**src/logic/uart_defines.svh**
```systemverilog
`ifndef UART_DEFINES_SVH
`define UART_DEFINES_SVH

// Clock cycles in one bit period on tx and rx.
`define UART_BAUD_DIV 434

// Idle bit periods between the header frame and the data frame of a write.
`define UART_GAP_BITS 16

// Bit periods the master waits for the start bit of a read reply.
`define UART_REPLY_TIMEOUT_BITS 64

`endif

```
**src/logic/uart_pkg.sv**
```systemverilog
`default_nettype none

package uart_pkg;

  typedef struct packed {
    logic       is_write;  // Set for a write, clear for a read.
    logic [6:0] addr;
    logic [7:0] data;      // Only sent by writes.
  } cmd_t;

  typedef struct packed {
    logic [7:0] data;
    logic       parity_ok;
    logic       stop_ok;
  } rx_frame_t;

  typedef enum logic [1:0] {
    resp_ok,
    resp_parity_err,
    resp_frame_err,
    resp_timeout
  } resp_status_e;

  typedef struct packed {
    resp_status_e status;
    logic [7:0]   data;    // Zero when the reply timed out.
  } read_resp_t;

  typedef enum logic [2:0] {
    st_idle,
    st_send_header,
    st_gap,
    st_send_data,
    st_wait_reply,
    st_receive,
    st_report
  } ctrl_state_e;

endpackage

`default_nettype wire

```
**src/logic/uart_tx_frame.sv**
```systemverilog
`default_nettype none
`include "uart_defines.svh"

module uart_tx_frame (
  input  wire        clk,
  input  wire        rst_n,
  input  wire        tx_start,
  input  wire  [7:0] tx_byte,
  output logic       tx,
  output logic       tx_busy,
  output logic       tx_done
);

  localparam int CNT_W = $clog2(`UART_BAUD_DIV);
  localparam logic [CNT_W-1:0] CNT_LAST = CNT_W'(`UART_BAUD_DIV - 1);

  logic [CNT_W-1:0] baud_cnt;
  logic [3:0]       bit_idx;
  logic [7:0]       byte_q;
  logic [10:0]      frame;
  logic             bit_end;

  assign frame   = {1'b1, ^byte_q, byte_q, 1'b0}; // Stop, even parity, data, start.
  assign bit_end = tx_busy && (baud_cnt == CNT_LAST);
  assign tx_done = bit_end && (bit_idx == 4'd10); // Last cycle of the stop bit.

  always_ff @(posedge clk)
  begin
    if (tx_start && !tx_busy)
    begin
      byte_q <= tx_byte;
    end
  end

  always_ff @(posedge clk or negedge rst_n)
  begin
    if (!rst_n)
    begin
      tx       <= 1'b1;
      tx_busy  <= 1'b0;
      baud_cnt <= '0;
      bit_idx  <= '0;
    end
    else if (!tx_busy)
    begin
      baud_cnt <= '0;
      bit_idx  <= '0;
      if (tx_start)
      begin
        tx      <= 1'b0; // Start bit goes out on the next cycle.
        tx_busy <= 1'b1;
      end
    end
    else if (bit_end)
    begin
      baud_cnt <= '0;
      if (bit_idx == 4'd10)
      begin
        tx_busy <= 1'b0;
        tx      <= 1'b1;
      end
      else
      begin
        bit_idx <= bit_idx + 4'd1;
        tx      <= frame[bit_idx + 4'd1];
      end
    end
    else
    begin
      baud_cnt <= baud_cnt + 1'b1;
    end
  end

  // The controller must wait for the current frame to end.
  a_no_start_while_busy: assert property (
    @(posedge clk) disable iff (!rst_n) tx_start |-> !tx_busy
  );

endmodule

`default_nettype wire

```
**src/logic/uart_rx_frame.sv**
```systemverilog
`default_nettype none
`include "uart_defines.svh"

module uart_rx_frame (
  input  wire                     clk,
  input  wire                     rst_n,
  input  wire                     rx,
  input  wire                     rx_arm,
  output logic                    rx_busy,
  output logic                    rx_done,
  output uart_pkg::rx_frame_t     rx_frame
);

  localparam int CNT_W = $clog2(`UART_BAUD_DIV);
  localparam logic [CNT_W-1:0] CNT_LAST = CNT_W'(`UART_BAUD_DIV - 1);
  localparam logic [CNT_W-1:0] CNT_HALF = CNT_W'(`UART_BAUD_DIV / 2 - 1);

  logic [1:0]       rx_sync;
  logic             rx_s;
  logic             rx_s_d;
  logic             fall;
  logic             hunting;
  logic             sample;
  logic [CNT_W-1:0] baud_cnt;
  logic [3:0]       bit_idx;
  logic [7:0]       shift_q;
  logic             parity_q;

  assign rx_s   = rx_sync[1];
  assign fall   = rx_s_d && !rx_s;
  assign sample = rx_arm && rx_busy && (baud_cnt == CNT_LAST); // Middle of a bit.

  always_ff @(posedge clk or negedge rst_n)
  begin
    if (!rst_n)
    begin
      rx_sync <= 2'b11;
      rx_s_d  <= 1'b1;
    end
    else
    begin
      rx_sync <= {rx_sync[0], rx};
      rx_s_d  <= rx_s;
    end
  end

  always_ff @(posedge clk or negedge rst_n)
  begin
    if (!rst_n)
    begin
      hunting  <= 1'b0;
      rx_busy  <= 1'b0;
      rx_done  <= 1'b0;
      baud_cnt <= '0;
      bit_idx  <= '0;
    end
    else
    begin
      rx_done <= 1'b0;
      if (!rx_arm)
      begin
        hunting  <= 1'b0;
        rx_busy  <= 1'b0;
        baud_cnt <= '0;
      end
      else if (hunting)
      begin
        if (baud_cnt == CNT_HALF)
        begin
          baud_cnt <= '0;
          hunting  <= 1'b0;
          rx_busy  <= !rx_s; // A high line here was a glitch.
          bit_idx  <= '0;
        end
        else
        begin
          baud_cnt <= baud_cnt + 1'b1;
        end
      end
      else if (rx_busy)
      begin
        if (sample)
        begin
          baud_cnt <= '0;
          bit_idx  <= bit_idx + 4'd1;
          if (bit_idx == 4'd9)
          begin
            rx_busy <= 1'b0;
            rx_done <= 1'b1;
          end
        end
        else
        begin
          baud_cnt <= baud_cnt + 1'b1;
        end
      end
      else if (fall)
      begin
        hunting  <= 1'b1;
        baud_cnt <= '0;
      end
    end
  end

  always_ff @(posedge clk)
  begin
    if (sample)
    begin
      if (bit_idx < 4'd8)
      begin
        shift_q <= {rx_s, shift_q[7:1]}; // Data arrives LSB first.
      end
      else if (bit_idx == 4'd8)
      begin
        parity_q <= rx_s;
      end
      else
      begin
        rx_frame.data      <= shift_q;
        rx_frame.parity_ok <= ~^{shift_q, parity_q};
        rx_frame.stop_ok   <= rx_s;
      end
    end
  end

  a_done_single: assert property (
    @(posedge clk) disable iff (!rst_n) rx_done |=> !rx_done
  );

endmodule

`default_nettype wire

```
**src/logic/uart_cmd_ctrl.sv**
```systemverilog
`default_nettype none
`include "uart_defines.svh"

module uart_cmd_ctrl (
  input  wire                    clk,
  input  wire                    rst_n,
  input  wire uart_pkg::cmd_t    cmd,
  input  wire                    cmd_vld,
  input  wire                    tx_busy,
  input  wire                    tx_done,
  input  wire                    rx_busy,
  input  wire                    rx_done,
  input  wire uart_pkg::rx_frame_t rx_frame,
  output logic                   cmd_rdy,
  output logic                   tx_start,
  output logic [7:0]             tx_byte,
  output logic                   rx_arm,
  output logic                   read_rdy,
  output uart_pkg::read_resp_t   read_resp
);

  localparam int CNT_W = $clog2(`UART_BAUD_DIV);
  localparam logic [CNT_W-1:0] CNT_LAST = CNT_W'(`UART_BAUD_DIV - 1);
  localparam int BITS_MAX = (`UART_REPLY_TIMEOUT_BITS > `UART_GAP_BITS) ?
                            `UART_REPLY_TIMEOUT_BITS : `UART_GAP_BITS;
  localparam int BIT_W = $clog2(BITS_MAX);
  localparam logic [BIT_W-1:0] GAP_LAST     = BIT_W'(`UART_GAP_BITS - 1);
  localparam logic [BIT_W-1:0] TIMEOUT_LAST = BIT_W'(`UART_REPLY_TIMEOUT_BITS - 1);

  uart_pkg::ctrl_state_e  state;
  uart_pkg::cmd_t         cmd_q;
  uart_pkg::resp_status_e rx_status;
  logic [CNT_W-1:0]       baud_cnt;
  logic [BIT_W-1:0]       bit_cnt;
  logic                   timing;
  logic                   tick;
  logic                   gap_end;
  logic                   reply_late;

  assign cmd_rdy  = (state == uart_pkg::st_idle);
  assign rx_arm   = (state == uart_pkg::st_wait_reply) || (state == uart_pkg::st_receive);
  assign read_rdy = (state == uart_pkg::st_report);

  // The gap and the reply timeout share one bit-period timer.
  assign timing     = (state == uart_pkg::st_gap) || (state == uart_pkg::st_wait_reply);
  assign tick       = timing && (baud_cnt == CNT_LAST);
  assign gap_end    = (state == uart_pkg::st_gap) && tick && (bit_cnt == GAP_LAST) && !tx_busy;
  assign reply_late = (state == uart_pkg::st_wait_reply) && !rx_busy && tick &&
                      (bit_cnt == TIMEOUT_LAST);

  always_comb
  begin
    if (!rx_frame.stop_ok)
      rx_status = uart_pkg::resp_frame_err; // A bad stop bit outranks parity.
    else if (!rx_frame.parity_ok)
      rx_status = uart_pkg::resp_parity_err;
    else
      rx_status = uart_pkg::resp_ok;
  end

  always_ff @(posedge clk or negedge rst_n)
  begin
    if (!rst_n)
    begin
      baud_cnt <= '0;
      bit_cnt  <= '0;
    end
    else if (!timing)
    begin
      baud_cnt <= '0;
      bit_cnt  <= '0;
    end
    else if (tick)
    begin
      baud_cnt <= '0;
      bit_cnt  <= bit_cnt + 1'b1;
    end
    else
    begin
      baud_cnt <= baud_cnt + 1'b1;
    end
  end

  always_ff @(posedge clk or negedge rst_n)
  begin
    if (!rst_n)
    begin
      state    <= uart_pkg::st_idle;
      tx_start <= 1'b0;
    end
    else
    begin
      tx_start <= 1'b0;
      case (state)
        uart_pkg::st_idle:
          if (cmd_vld)
          begin
            state    <= uart_pkg::st_send_header;
            tx_start <= 1'b1;
          end
        uart_pkg::st_send_header:
          if (tx_done)
            state <= cmd_q.is_write ? uart_pkg::st_gap : uart_pkg::st_wait_reply;
        uart_pkg::st_gap:
          if (gap_end)
          begin
            state    <= uart_pkg::st_send_data;
            tx_start <= 1'b1;
          end
        uart_pkg::st_send_data:
          if (tx_done)
            state <= uart_pkg::st_idle;
        uart_pkg::st_wait_reply:
          if (rx_busy)
            state <= uart_pkg::st_receive;
          else if (reply_late)
            state <= uart_pkg::st_report;
        uart_pkg::st_receive:
          if (rx_done)
            state <= uart_pkg::st_report;
        default:
          state <= uart_pkg::st_idle; // st_report lasts one cycle.
      endcase
    end
  end

  always_ff @(posedge clk)
  begin
    if (cmd_rdy && cmd_vld)
    begin
      cmd_q   <= cmd;
      tx_byte <= {cmd.is_write, cmd.addr};
    end
    else if (gap_end)
    begin
      tx_byte <= cmd_q.data;
    end
    if (reply_late)
    begin
      read_resp.status <= uart_pkg::resp_timeout;
      read_resp.data   <= '0;
    end
    else if ((state == uart_pkg::st_receive) && rx_done)
    begin
      read_resp.status <= rx_status;
      read_resp.data   <= rx_frame.data;
    end
  end

  a_rdy_low_while_tx: assert property (
    @(posedge clk) disable iff (!rst_n) tx_busy |-> !cmd_rdy
  );

  a_read_rdy_pulse: assert property (
    @(posedge clk) disable iff (!rst_n) read_rdy |=> !read_rdy
  );

endmodule

`default_nettype wire

```
**src/logic/uart_cmd_master.sv**
```systemverilog
`default_nettype none

module uart_cmd_master (
  input  wire                  clk,
  input  wire                  rst_n,
  input  wire uart_pkg::cmd_t  cmd,
  input  wire                  cmd_vld,
  input  wire                  rx,
  output logic                 cmd_rdy,
  output logic                 tx,
  output logic                 read_rdy,
  output uart_pkg::read_resp_t read_resp
);

  logic                tx_start;
  logic [7:0]          tx_byte;
  logic                tx_busy;
  logic                tx_done;
  logic                rx_arm;
  logic                rx_busy;
  logic                rx_done;
  uart_pkg::rx_frame_t rx_frame;

  uart_cmd_ctrl ctrl0 (
    .clk       (clk),
    .rst_n     (rst_n),
    .cmd       (cmd),
    .cmd_vld   (cmd_vld),
    .tx_busy   (tx_busy),
    .tx_done   (tx_done),
    .rx_busy   (rx_busy),
    .rx_done   (rx_done),
    .rx_frame  (rx_frame),
    .cmd_rdy   (cmd_rdy),
    .tx_start  (tx_start),
    .tx_byte   (tx_byte),
    .rx_arm    (rx_arm),
    .read_rdy  (read_rdy),
    .read_resp (read_resp)
  );

  uart_tx_frame tx0 (
    .clk      (clk),
    .rst_n    (rst_n),
    .tx_start (tx_start),
    .tx_byte  (tx_byte),
    .tx       (tx),
    .tx_busy  (tx_busy),
    .tx_done  (tx_done)
  );

  uart_rx_frame rx0 (
    .clk      (clk),
    .rst_n    (rst_n),
    .rx       (rx),
    .rx_arm   (rx_arm),
    .rx_busy  (rx_busy),
    .rx_done  (rx_done),
    .rx_frame (rx_frame)
  );

endmodule

`default_nettype wire

```
**config.mk**
```make
export PLATFORM = sky130hd
export DESIGN_NAME = uart_cmd_master
export DESIGN_NICKNAME = d
export VERILOG_FILES = /design/src/logic/uart_pkg.sv /design/src/logic/uart_tx_frame.sv /design/src/logic/uart_rx_frame.sv /design/src/logic/uart_cmd_ctrl.sv /design/src/logic/uart_cmd_master.sv
export VERILOG_INCLUDE_DIRS = /design/src /design/src/logic
export SDC_FILE = /design/constraint.sdc
export NUM_CORES = 1
export LEC_CHECK = 0
export ABC_AREA = 1
export BUFFER_PORTS_ARGS = -buffer_cell sky130_fd_sc_hd__buf_2
export CORE_ASPECT_RATIO = 0.8
export CORE_MARGIN = 3
export CORE_UTILIZATION = 45
export DETAILED_ROUTE_END_ITERATION = 7
export PLACE_DENSITY_LB_ADDON = 0.2
export SYNTH_ARGS = -nofsm -noshare
export SYNTH_HDL_FRONTEND = slang
export SYNTH_HIERARCHICAL = 1
export SYNTH_SLANG_ARGS = --single-unit
```
**constraint.sdc**
```tcl
create_clock -name clk -period 2.4 [get_ports clk]
set_input_delay 0.12 -clock clk [delete_from_list [all_inputs] [get_ports clk]]
set_output_delay 0.12 -clock clk [all_outputs]
set_load 0.05 [all_outputs]
```
# After elaboration in Yosys (flattened, before gate mapping)
# Index checks and enable logic that the tools add are counted.
[totals]
regBits = 107
out_inout_bits = 13
[op_classes]
n_addsub = 6
order_cmp = 2
n_eq_ne = 27
mux = 61
bitwise_logic = 2
reduce_logical = 34
[op_table]
columns = ["op", "n"]
rows = [
  ["two-way mux 9 bit", 10],
  ["two-way mux 1 bit", 28],
  ["two-way mux 4 bit", 7],
  ["adder 9 x 1 -> 9 bit, second input constant", 3],
  ["equality test 9 bit, second input constant", 3],
  ["two-way mux 3 bit", 8],
  ["one-hot mux 3 bit (6 select lines)", 1],
  ["two-way mux 8 bit", 2],
  ["logical AND 1 bit", 15],
  ["equality test 4 bit, second input constant", 3],
  ["two-way mux 6 bit", 2],
  ["inequality test 2 bit, second input constant", 5],
  ["equality test 3 bit, second input constant", 3],
  ["equality test 9 x 8 -> 1 bit, second input constant", 1],
  ["XNOR reduction 9 bit", 1],
  ["adder 4 x 1 -> 4 bit, second input constant", 2],
  ["inequality test 2 x 1 -> 1 bit, second input constant", 4],
  ["nonzero test 2 bit", 4],
  ["XOR reduction 8 bit", 1],
  ["adder 6 x 1 -> 6 bit, second input constant", 1],
  ["equality test 3 x 2 -> 1 bit, second input constant", 2],
  ["equality test 6 x 4 -> 1 bit, second input constant", 1],
  ["equality test 6 bit, second input constant", 1],
  ["AND reduction 2 bit", 3],
  ["other kinds (16)", 21],
]

# Longest topological paths before layout
# Gate-level depths: netlist of the first run.
[logic_depth]
ltp_word = 8
mapped_depth = 13
mapped_depth_nobuf = 12

# Hierarchy
# Netlist of the first run, hierarchy kept.
[modules_own_cells]
columns = ["mod", "n_inst", "cells_per_inst", "area_each_um2", "seq_area_each_um2"]
rows = [
  ["uart_cmd_ctrl", 1, 246, 2158.3, 1186.1],
  ["uart_rx_frame", 1, 182, 1876.8, 1049.8],
  ["uart_tx_frame", 1, 157, 1276.2, 616.8],
]

# Least setup slack after synthesis of the first run
# No wires, ideal clock.
[synth_timing]
path_kind = "register to register"
startpoint = "reg ctrl0.state[2]"
endpoint = "reg rx0/rx_frame[0] (netlist name)"
setup_ps = 380
arrival_ps = 1750
required_ps = 2020
slack_ps = 270
path_stages_with_launch = 7
n_path_buf = 0
period_less_slack_ps = 2130
cell_sequence = "dfrtp_1 inv_2 nor2_1 nand2_1 nor2_4 nand4_1 a21oi_1"
[synth_between]
elab_chain_cells = 5
word_cells_on_any_way = 6
classes_between = "eq/ne (2); reduce/logical (4)"
[synth_rtl]
columns = ["item", "line_no", "text"]
rows = [
  ["from (decl)", "uart_cmd_ctrl.sv:30", "uart_pkg::ctrl_state_e state;"],
  ["from (signal assigned)", "uart_cmd_ctrl.sv:88", "state <= uart_pkg::st_idle;"],
  ["from (signal assigned)", "uart_cmd_ctrl.sv:98", "state <= uart_pkg::st_send_header;"],
  ["from (signal assigned)", "uart_cmd_ctrl.sv:103", "state <= cmd_q.is_write ? uart_pkg::st_gap : uart_pkg::st_wait_reply;"],
  ["equality test 3 bit", "uart_cmd_ctrl.sv:41", "assign rx_arm = (state == uart_pkg::st_wait_reply) || (state == uart_pkg::st_receive);"],
  ["logical OR 1 bit *", "uart_cmd_ctrl.sv:41", ""],
  ["via rx_arm", "uart_cmd_master.sv:19", "logic rx_arm;"],
  ["logical AND 1 bit * (2 in series)", "uart_rx_frame.sv:31", "assign sample = rx_arm && rx_busy && (baud_cnt == CNT_LAST);"],
  ["AND reduction 3 bit (no line) *", "--", ""],
]
# The timed path passes the listed nets; every way through them passes the cells marked *.
# A chain may end at the register's enable or synchronous reset.

# Final worst setup path of the first run
[layout_timing]
startpoint = "reg ctrl0.state[1]"
endpoint = "reg ctrl0.tx_byte[3] (data pin)"
[layout_between]
elab_chain_cells = 3
[layout_rtl]
columns = ["item", "line_no", "text"]
rows = [
  ["logical NOT 3 bit", "uart_cmd_ctrl.sv:40", "assign cmd_rdy = (state == uart_pkg::st_idle);"],
  ["logical AND 1 bit", "uart_cmd_ctrl.sv:129", "if (cmd_rdy && cmd_vld)"],
  ["two-way mux 8 bit", "uart_cmd_ctrl.sv:129", ""],
  ["to (signal assigned)", "uart_cmd_ctrl.sv:132", "tx_byte <= {cmd.is_write, cmd.addr};"],
  ["to (signal assigned)", "uart_cmd_ctrl.sv:136", "tx_byte <= cmd_q.data;"],
  ["to (decl)", "uart_cmd_ctrl.sv:16", "output logic [7:0] tx_byte,"],
]
# Every way passes these cells.

==> results.md, run 1 <==
- The insertion delay to the later sink of the worst-skew pair is 350 ps.
- The gate count after technology mapping is 585.
- The arrival time at the worst endpoint is 2110 ps.
- Adding up every negative setup slack in the final design gives 0 ps.
- The core region is 11190 um2.
- The clock tree synthesis step divided the H-tree into 3 levels.
- Of all nets on the critical path, the largest fanout is 17.
- For this run, the leading register cell type out of synthesis is dfrtp_1.
- After clock tree synthesis, the clock-pin slew on the worst setup and hold paths is 80 ps.
- The clock tree root driver cell is clkbuf_16.
- The adder and majority gate portion of the synthesized area is 3.062%.
- In this run the static leakage power is 2.784 nW.
- The flop and latch count out of synthesis is 107.
- The violation count after the first detailed-routing iteration is 190.
- The path class of the lowest-slack min-delay path is in2reg.
- The post-synthesis mux area share is 0.1885%.
- Port buffering added 32 buffers.
- The run finished with clean final reports.
- The first TritonRoute pass finished after 4 iterations.
- The count of nets left with antenna violations once routing finished came out at 0.
- The total die area is 13150 um2.
- In this run the power density over the cells is 564.3 nW/um2.
- The total number of nets in the final design is 671.
- The CTS tree is built.
- The critical path buffer and inverter count is 3.
- The count of vias placed by the detailed router is 3820.
- In this run the cell area of the synthesized design comes to 5311 um2.
- The mean instance size in the synthesized netlist is 9.079 um2.
- The synthesized design spends more area on one cell type than any other, namely edfxtp_1.
- The post-synthesis share of cell area spent on and, or, nand and nor gates is 27.61%.
- Setup violations remaining at the end of the flow were counted as 0.
- After synthesis, flip-flops and latches occupy 53.71% of the total area.
- The fraction of post-synthesis cell area in the top cell type by area is 24.88%.
- The worst path uses 83.92% of the clock period.
- STA classifies the critical path startpoint as a flop.
- By count the netlist is led by nand2_1 (157), inv_1 (72), nor2_1 (59).
- VDD sags by at most 0.4438 mV.
- The total number of yosys warnings is 6.
- Setup repair after global routing left no endpoint under its margin.
- The clock passes through at most 2 buffers.
- Yosys instantiated no cell more often than nand2_1.
- The synthesis-to-layout area growth is 13.78%.
- By area the synthesized netlist is led by edfxtp_1 (25%), dfrtp_1 (23%), nand2_1 (11%).
- The number of max-slew violations in the final report came to 0.
- The achievable frequency is 496.5 MHz.
- The net count after synthesis is 618.
- The final critical-path required period is 2014 ps.
- The starting density of the core is 47.47%.
- The number of library cell types mapped by synthesis is 41.
- The cell type with the highest occurrence count on the critical path is nand2_1.
- The first global-routing pass estimated 16.70 mm of wire.
- The longest individual stage delay on the worst path is 530 ps.
- The worst setup path is captured at a flop.
- The signal on the critical path passes through inv_2 > nand2_1 > inv_1 > nand2_1 > clkinv_1 > nand2_1 > nand2_1.
- The slew at the pin closest to its max-slew limit is 675.4 ps.
- 0 antenna diodes ended up in the layout.
- The kind of cell with the highest combined delay on the critical path is buffers and inverters.
- The number of antenna violations at the first check in global routing is 0.
- The total of max-cap violations is 0.
- The multi-input combinational cells in the finished layout cover a total of 2106 um2.
- Clock tree synthesis found a total of 107 sinks.
- Across all setup checks in the final design, the least slack found is 385.8 ps.
- The final estimated routing congestion in global placement is 0.8346.
- From left edge to right edge, the die measures 127.5 um.
- The final hold violation count is 0.
- STA puts the critical path data required time at 2500 ps.
- The relative slew slack is 54.97%.
- The via count of the first global-routing pass was 3623.
- The number of synthesized flops with an enable pin is 44.
- After detailed routing, the number of vias per cell comes to 4.854.
- At the placement stage, the worst setup path has a slack of 428.9 ps.
- The aggregate routed wire length is 9.630 mm.
- The row count is 34.
- In the final routed layout, each cell accounts on average for 12.24 um.
- Summing the areas of all xor and xnor instances in the mapped netlist gives 3.793% of the synthesized area.
- The count of fill cells added during filler insertion is 987.
- For this design, the slowest cell found on the critical path is clkinv_1.
- The share of async-settable or async-resettable flops after synthesis is 49.53%.
- The worst clock skew is 8.674 ps.
- Entering global routing, the biggest net connects 54 pins.
- The wire-length estimate of the detail-placed layout is 6.900 mm.
- For this run, the total global-route usage over all layers was measured as 15.56%.
- Registers take 2853 um2.
- The worst setup path category is reg2reg.
- The combinational family with the most area after synthesis is simple AND/OR/NAND/NOR gates.
- The residual DRC count is 0.
- In this run the vertical extent of the chip is 103.2 um.
- In the final layout, the share of cells above drive strength 1 is 15.86%.
- The number of clock buffers added by TritonCTS is 9.
- The aggregate global routing overflow is 0.
- The synthesized netlist devotes 4.994% of its cell area to compound gates.
- The boundary pin count is 33.
-- through the flow --
stage	power (mW)	std cells	util (%)	cell area, um2	hold slack, ps
after floorplan	1.939	585	-	5311	-175.6
after global placement	1.976	760	50.34	5632	228.7
after detailed placement	1.976	760	50.34	5632	229.2
after CTS	3.460	787	54.01	6043	34.21
after global routing	3.547	787	54.01	6043	43.83
final	3.410	787	54.01	6043	44.43
-- area by class of cell --
| type | instances | area share [%] |
|---|---|---|
| clock buffer | 9 | 3.727 |
| clock inverter | 7 | 1.263 |
| inverter | 80 | 5.010 |
| multi-input combinational | 393 | 34.84 |
| sequential | 107 | 47.21 |
| tap | 144 | 2.981 |
| timing repair buffer | 47 | 4.969 |
-- flip-flops by register name, summed over array words and instances (netlist names) --
register,cells
ctrl0/baud_cnt,9
rx0/rx_sync,2
tx0/bit_idx,4
rx0/parity_q,1
rx0/rx_s_d,1
ctrl0/read_resp,10
rx0/baud_cnt,9
ctrl0/tx_byte,8
ctrl0/cmd_q,9
ctrl0/bit_cnt,6
rx0/shift_q,8
tx0/tx,1
rx0/rx_frame,10
tx0/baud_cnt,9
rx0/bit_idx,4
tx0/byte_q,8
tx0/tx_busy,1
rx0/hunting,1
rx0/rx_busy,1
rx0/rx_done,1
ctrl0/tx_start,1
ctrl0/state,3
-- cells by family (layout without fill, tap and decap cells) --
group	Yosys count	count (layout)
DFF	107	107
xor gates and xnor gates	23	23
adders and majority gates	13	13
and+or+nand+nor	309	309
AOI/OAI and AO/OA	47	47
buffers and inverters	85	143
muxes	1	1
-- repair_timing --
action	in CTS	in global routing
endpoints found under the setup margin	0	0
setup buffers	0	0
hold endpoints to repair	59	0
hold buffers	11	0
gates resized for setup	0	0
-- tightest hold or removal path, stage by stage --
cell and delay (ps):
buf_2 70, nand2_1 40, nand2_1 50
-- metal layers --
metal | vias up | GRT usage, % | share of wire [%]
met5 | - | 0 | 0
met3 | 11 | 4.158 | 3.2
met2 | 46 | 26.08 | 48
li1 | 1987 | - | -
met4 | 0 | 2.885 | 0.92
met1 | 1776 | 20.79 | 48
-- where the power goes --
part	switching (mW)	internal, mW	leakage [nW]
clock	0.717	0.745	0.149
sequential	0.00147	1.90	1.18
combinational	0.0265	0.0239	1.45
-- layout by cell type, fill, tap and decap left out, types with 2 or more instances in the layout --
cell             n
a21oi_1         12
buf_2           32
buf_4            4
clkbuf_16        9
dfrtp_1         49
dfstp_2          4
dfxtp_1         10
dlygate4sd3_1   11
edfxtp_1        44
ha_1            13
inv_1           72
inv_2            6
inv_6            2
inv_8            3
nand2_1        157
nand2_2          9
nand3_1         31
nand3_2          3
nand3b_1         2
nand4_1         12
nand4_4          2
nor2_1          59
nor2_2           9
nor2_4           6
nor3_1           9
nor3_2           3
nor3b_1          2
o211ai_1         2
o21ai_0         17
o21ai_1         10
o22ai_1          2
xnor2_1         10
xor2_1          13
-- path summary, 6_finish.rpt --
kind                           startpoint  slack, ps  cells past startpoint                to
min in group asynchronous           rst_n        420                      3    tx0/bit_idx[3]
max in group asynchronous           rst_n       1520                      3   rx0/baud_cnt[3]
hold reg to reg            rx0/rx_sync[0]        360                      0    rx0/rx_sync[1]
hold / removal                     cmd[8]         40                      3  ctrl0/tx_byte[0]
setup reg to reg           ctrl0/state[1]        390                      7  ctrl0/tx_byte[3]
setup / recovery           ctrl0/state[1]        390                      7  ctrl0/tx_byte[3]
(Power assumes the default switching activity.)
==> inputs of run 2 (changes only) <==
- ABC_AREA: 1 -> 0
- clock period: 2.4 -> 1.9 ns (I/O delays scaled with it)
==> run 2 against run 1 <==
Against the previous run:
- the flow now finishes with violations (negative setup slack)
- hold slack gained 12 ps
- via count shrank 10%
- largest power group unchanged
- wire length shrank 1.2%
- register-to-register slack lost 420 ps
- sequential power grew 26%
- non-clock buffer count grew 52
- power grew 29%
- flip-flop and latch count is the same
- clock power grew 33%
- largest cell class unchanged
==> results.md, run 2 <==
- The mean instance size in the synthesized netlist is 11.77 um2 (+30%).
- The fraction of post-synthesis cell area in the top cell type by area was 26.66% (+1.8 points).
- The starting density of the core was 47.26% (-0.22 points).
- The post-route clock period utilization is 101.9% (+18 points).
- The synthesis-to-layout area growth is 25.52%.
- Broken down by cell family, the worst path's largest delay share belongs to compound AO/OA/AOI/OAI gates.
- The gate count after technology mapping is 421 (-28%).
- The net count after synthesis was 454 (-27%).
- The longest individual stage delay on the worst path was 390 ps (-140 ps).
- The height of the die is 99.87 um (-3.2%).
- The antenna diode count is 0 (unchanged).
- The arrival time at the worst endpoint is 2180 ps (+70 ps).
- The power share of the clock group is 44.0% (+1.1 points).
- The residual DRC count is 0 (unchanged).
- The combinational share of power came to 1.4% (about the same).
- The maximum fanout encountered on the critical timing path is 2 (-15).
- The switching portion of total power is 18.58% (-3.3 points).
- The cell with the biggest individual delay on the critical path is dfrtp_1.
- The wire length on met1 is 4.597 mm (about the same).
- The number of max-slew violations in the final report is 0 (unchanged).
- The insertion delay to the later sink of the worst-skew pair is 340 ps (about the same).
- The area occupied by registers is 2853 um2 (unchanged).
- The number of library cell types mapped by synthesis is 62 (+51%).
- The violation count after the first detailed-routing iteration is 207 (+8.9%).
- The detailed-routed wire length on met3 came to 334 um (+9.2%).
- The post-synthesis sequential area ratio is 57.56% (+3.9 points).
- The share of layout cells above drive strength 1 was 28.44% (+13 points).
- The via count normalized by instance count is 5.152 (+6.1%).
- The relative slew slack came to 58.61% (+3.6 points).
- The run finished, with violations left.
- The multi-input gate area in the final layout came to 2088 um2 (-0.83%).
- The checks that failed: negative setup slack.
- The register clock-pin slew on the reported worst setup and hold paths is 70 ps (about the same).
- The final setup slack of the worst path is -35.61 ps (-421.4 ps).
- The data required time at the worst endpoint is 2140 ps (-360 ps).
- The count of fill cells added during filler insertion came to 829 (-16%).
- The total die area was 12320 um2 (-6.3%).
- Traced cell by cell, the critical path runs through inv_2 > ha_4 > nand2b_4 > nor4_4 > and3_4 > nor2_2 > a211oi_2 > o211ai_2 > o41ai_2.
- Leaving out fill and tap cells, the most frequent cell in the layout is buf_4.
- The largest net degree at the start of global routing came to 24 (-56%).
- The width of the die is 123.3 um (-3.2%).
- The count of vias placed by the detailed router is 3421 (-10%).
- Leaving out fill and tap cells, the most frequent cells in the layout are buf_4 (54), dfrtp_1 (49), nor2_1 (44), edfxtp_1 (44), buf_2 (32).
- The overall global routing resource usage is 16.90% (+1.3 points).
- The total number of yosys warnings is 6 (unchanged).
- The maximum resistive drop on vdd was 0.4219 mV (-4.9%).
- The maximum clock insertion buffer count came to 2 (unchanged).
- In the synthesized netlist, the cells that appear most often are dfrtp_1 (49), nor2_1 (45), edfxtp_1 (44).
- The H-tree depth came to 3 (unchanged).
- The static leakage power is 2.563 nW (-8.0%).
- The worst clock skew came to 11.40 ps (+2.726 ps).
- The achievable frequency is 516.6 MHz (+4.1%).
- The final critical-path required period is 1936 ps (-78.57 ps).
- The cell-internal power is 3.583 mW (+34%).
- The flop and latch count out of synthesis came to 107 (unchanged).
- The total of max-cap violations is 0 (unchanged).
- The slew at the pin closest to its max-slew limit is 618.5 ps (-56.92 ps).
- Sorting the synthesized cells by area gives the leading types as edfxtp_1 (27%), dfrtp_1 (25%), xnor2_1 (5.5%).
- The total of endpoints with negative setup slack in the final report is 1 (+1).
- The length of the first detailed-routing pass in iterations is 5 (+1).
- The first-pass GRT wire length came to 16.50 mm (-1.2%).
- The HPWL after detailed placement is 6.695 mm (-3.0%).
- The power dissipated by switching net loads is 0.8179 mW (+9.8%).
- STA classifies the critical path endpoint as a flop.
- The number of port buffers is 32 (unchanged).
- The final estimated routing congestion in global placement was 0.8264 (-0.98%).
- The met2 wire length is 4.528 mm (-2.3%).
- The number of synthesized flops with an enable pin came to 44 (unchanged).
- Among all flip-flop cells after synthesis, the most frequent one is dfrtp_1.
- The total number of clock tree sinks is 107 (unchanged).
- The boundary pin count came to 33 (unchanged).
- In the final layout, the registers with the most flip-flops are ctrl0/read_resp x10, rx0/rx_frame x10.
- The highest metal layer carrying signal wires in the routed design is met4.
- The number of antenna violations at the first check in global routing came to 0 (unchanged).
- The via count of the first global-routing pass came to 3446 (-4.9%).
- The mean routed wirelength per cell is 14.32 um (+17%).
- Setup repair after global routing could not meet its margin everywhere.
- The aggregate routed wire length is 9.511 mm (-1.2%).
- The end-of-flow core utilization was 59.32% (+5.3 points).
- The post-synthesis instance area is 4956 um2 (-6.7%).
- dfrtp_1 is the most common cell in the netlist.
- The number of buffers inserted during clock tree synthesis is 9 (unchanged).
- The path class of the lowest-slack min-delay path is in2reg.
- TritonCTS built the clock tree.
- The core box area is 10490 um2 (-6.3%).
- The remaining antenna violation count came to 0 (unchanged).
- The final-layout worst hold slack is 56.30 ps (+11.87 ps).
- The aggregate global routing overflow is 0 (unchanged).
- The total number of nets in the final design was 552 (-18%).
- The worst setup path category is reg2reg.
- The portion of total power attributed to sequential cells was 54.5% (-1.2 points).
- The row count is 33 (-2.9%).
- The final hold violation count came to 0 (unchanged).
- The critical path buffer and inverter count is 1 (-2).
- The synthesized design spends more area on one cell type than any other, namely edfxtp_1.
- The share of async-settable or async-resettable flops after synthesis is 49.53% (unchanged).
- The startpoint type of the worst setup path is a flop.
- The clock tree root driver cell is clkbuf_16.
- The total power density per cell area came to 707.5 nW/um2 (+25%).
run 2: cell count changes in the layout (fill, tap and decap cells not counted), sizes merged, moves of 9 or more:
cell,delta
inv,-64
o21ai,-17
buf,+52
mux2i,+9
nand4,-9
xnor2,+21
nor2,-30
nand2,-137
nand3,-17
run 2: area by class of cell:
type	instances	area share, %
clock inverter	5	1.267
multi-input combinational	282	33.57
inverter	20	1.247
clock buffer	11	3.741
timing repair buffer	99	11.50
sequential	107	45.86
tap	140	2.816
run 2: worst paths after layout:
path	startpoint	slack (ps)	end	cells past startpoint
min	cmd[10]	60	ctrl0/tx_byte[2]	2
min reg2reg	rx0/rx_sync[0]	360	rx0/rx_sync[1]	0
max in group asynchronous	rst_n	1010	ctrl0/baud_cnt[7]	3
min in group asynchronous	rst_n	220	ctrl0/tx_start	2
max reg2reg	tx0/baud_cnt[1]	-40	ctrl0/state[0]	9
max	tx0/baud_cnt[1]	-40	ctrl0/state[0]	9
run 2: power groups by stage:
stage	Sequential, mW	Clock (mW)	Combinational (mW)
after CTS	2.40	2.01	0.0671
after global routing	2.40	2.08	0.0731
final	2.40	1.94	0.0638
after floorplan	2.45	0	0.00158
after global placement	2.45	0	0.0479
after detailed placement	2.45	0	0.0491
run 2: repair_timing:
| item | CTS | global route |
|---|---|---|
| gates resized for setup | 2 | 10 |
| hold buffers | 11 | 0 |
| endpoints found under the hold margin | 26 | 0 |
| pin swaps | 0 | 11 |
| buffers inserted | 1 | 7 |
| setup endpoints to repair | 8 | 36 |
run 2: cell families (layout without fill, tap and decap cells):
family	Yosys count	in the layout	synth area share, %
simple gates	161	161	17.77
flops	107	107	57.56
compound gates	51	51	7.473
xor+xnor	38	38	6.715
buf+inv	32	135	2.903
mux	19	19	4.292
fa+ha+maj	13	13	3.282
run 2: stage by stage:
step	std cells	setup TNS (ps)	setup slack [ps]	power [mW]	cell area (um2)
floorplan	421	-315.2	-27.80	2.449	5047
global placement	629	0	29.36	2.496	5677
detailed placement	629	-98.17	-34.56	2.497	5677
CTS	657	-76.67	-39.56	4.475	6113
global route	664	-448.3	-156.1	4.556	6221
finish	664	-35.61	-35.61	4.401	6221
run 2: routing by layer:
layer | GRT usage (%) | vias to the layer above
met1 | 23.00 | 1655
met2 | 27.15 | 60
met3 | 4.225 | 4
met5 | 0 | -
li1 | - | 1702
met4 | 4.511 | 0
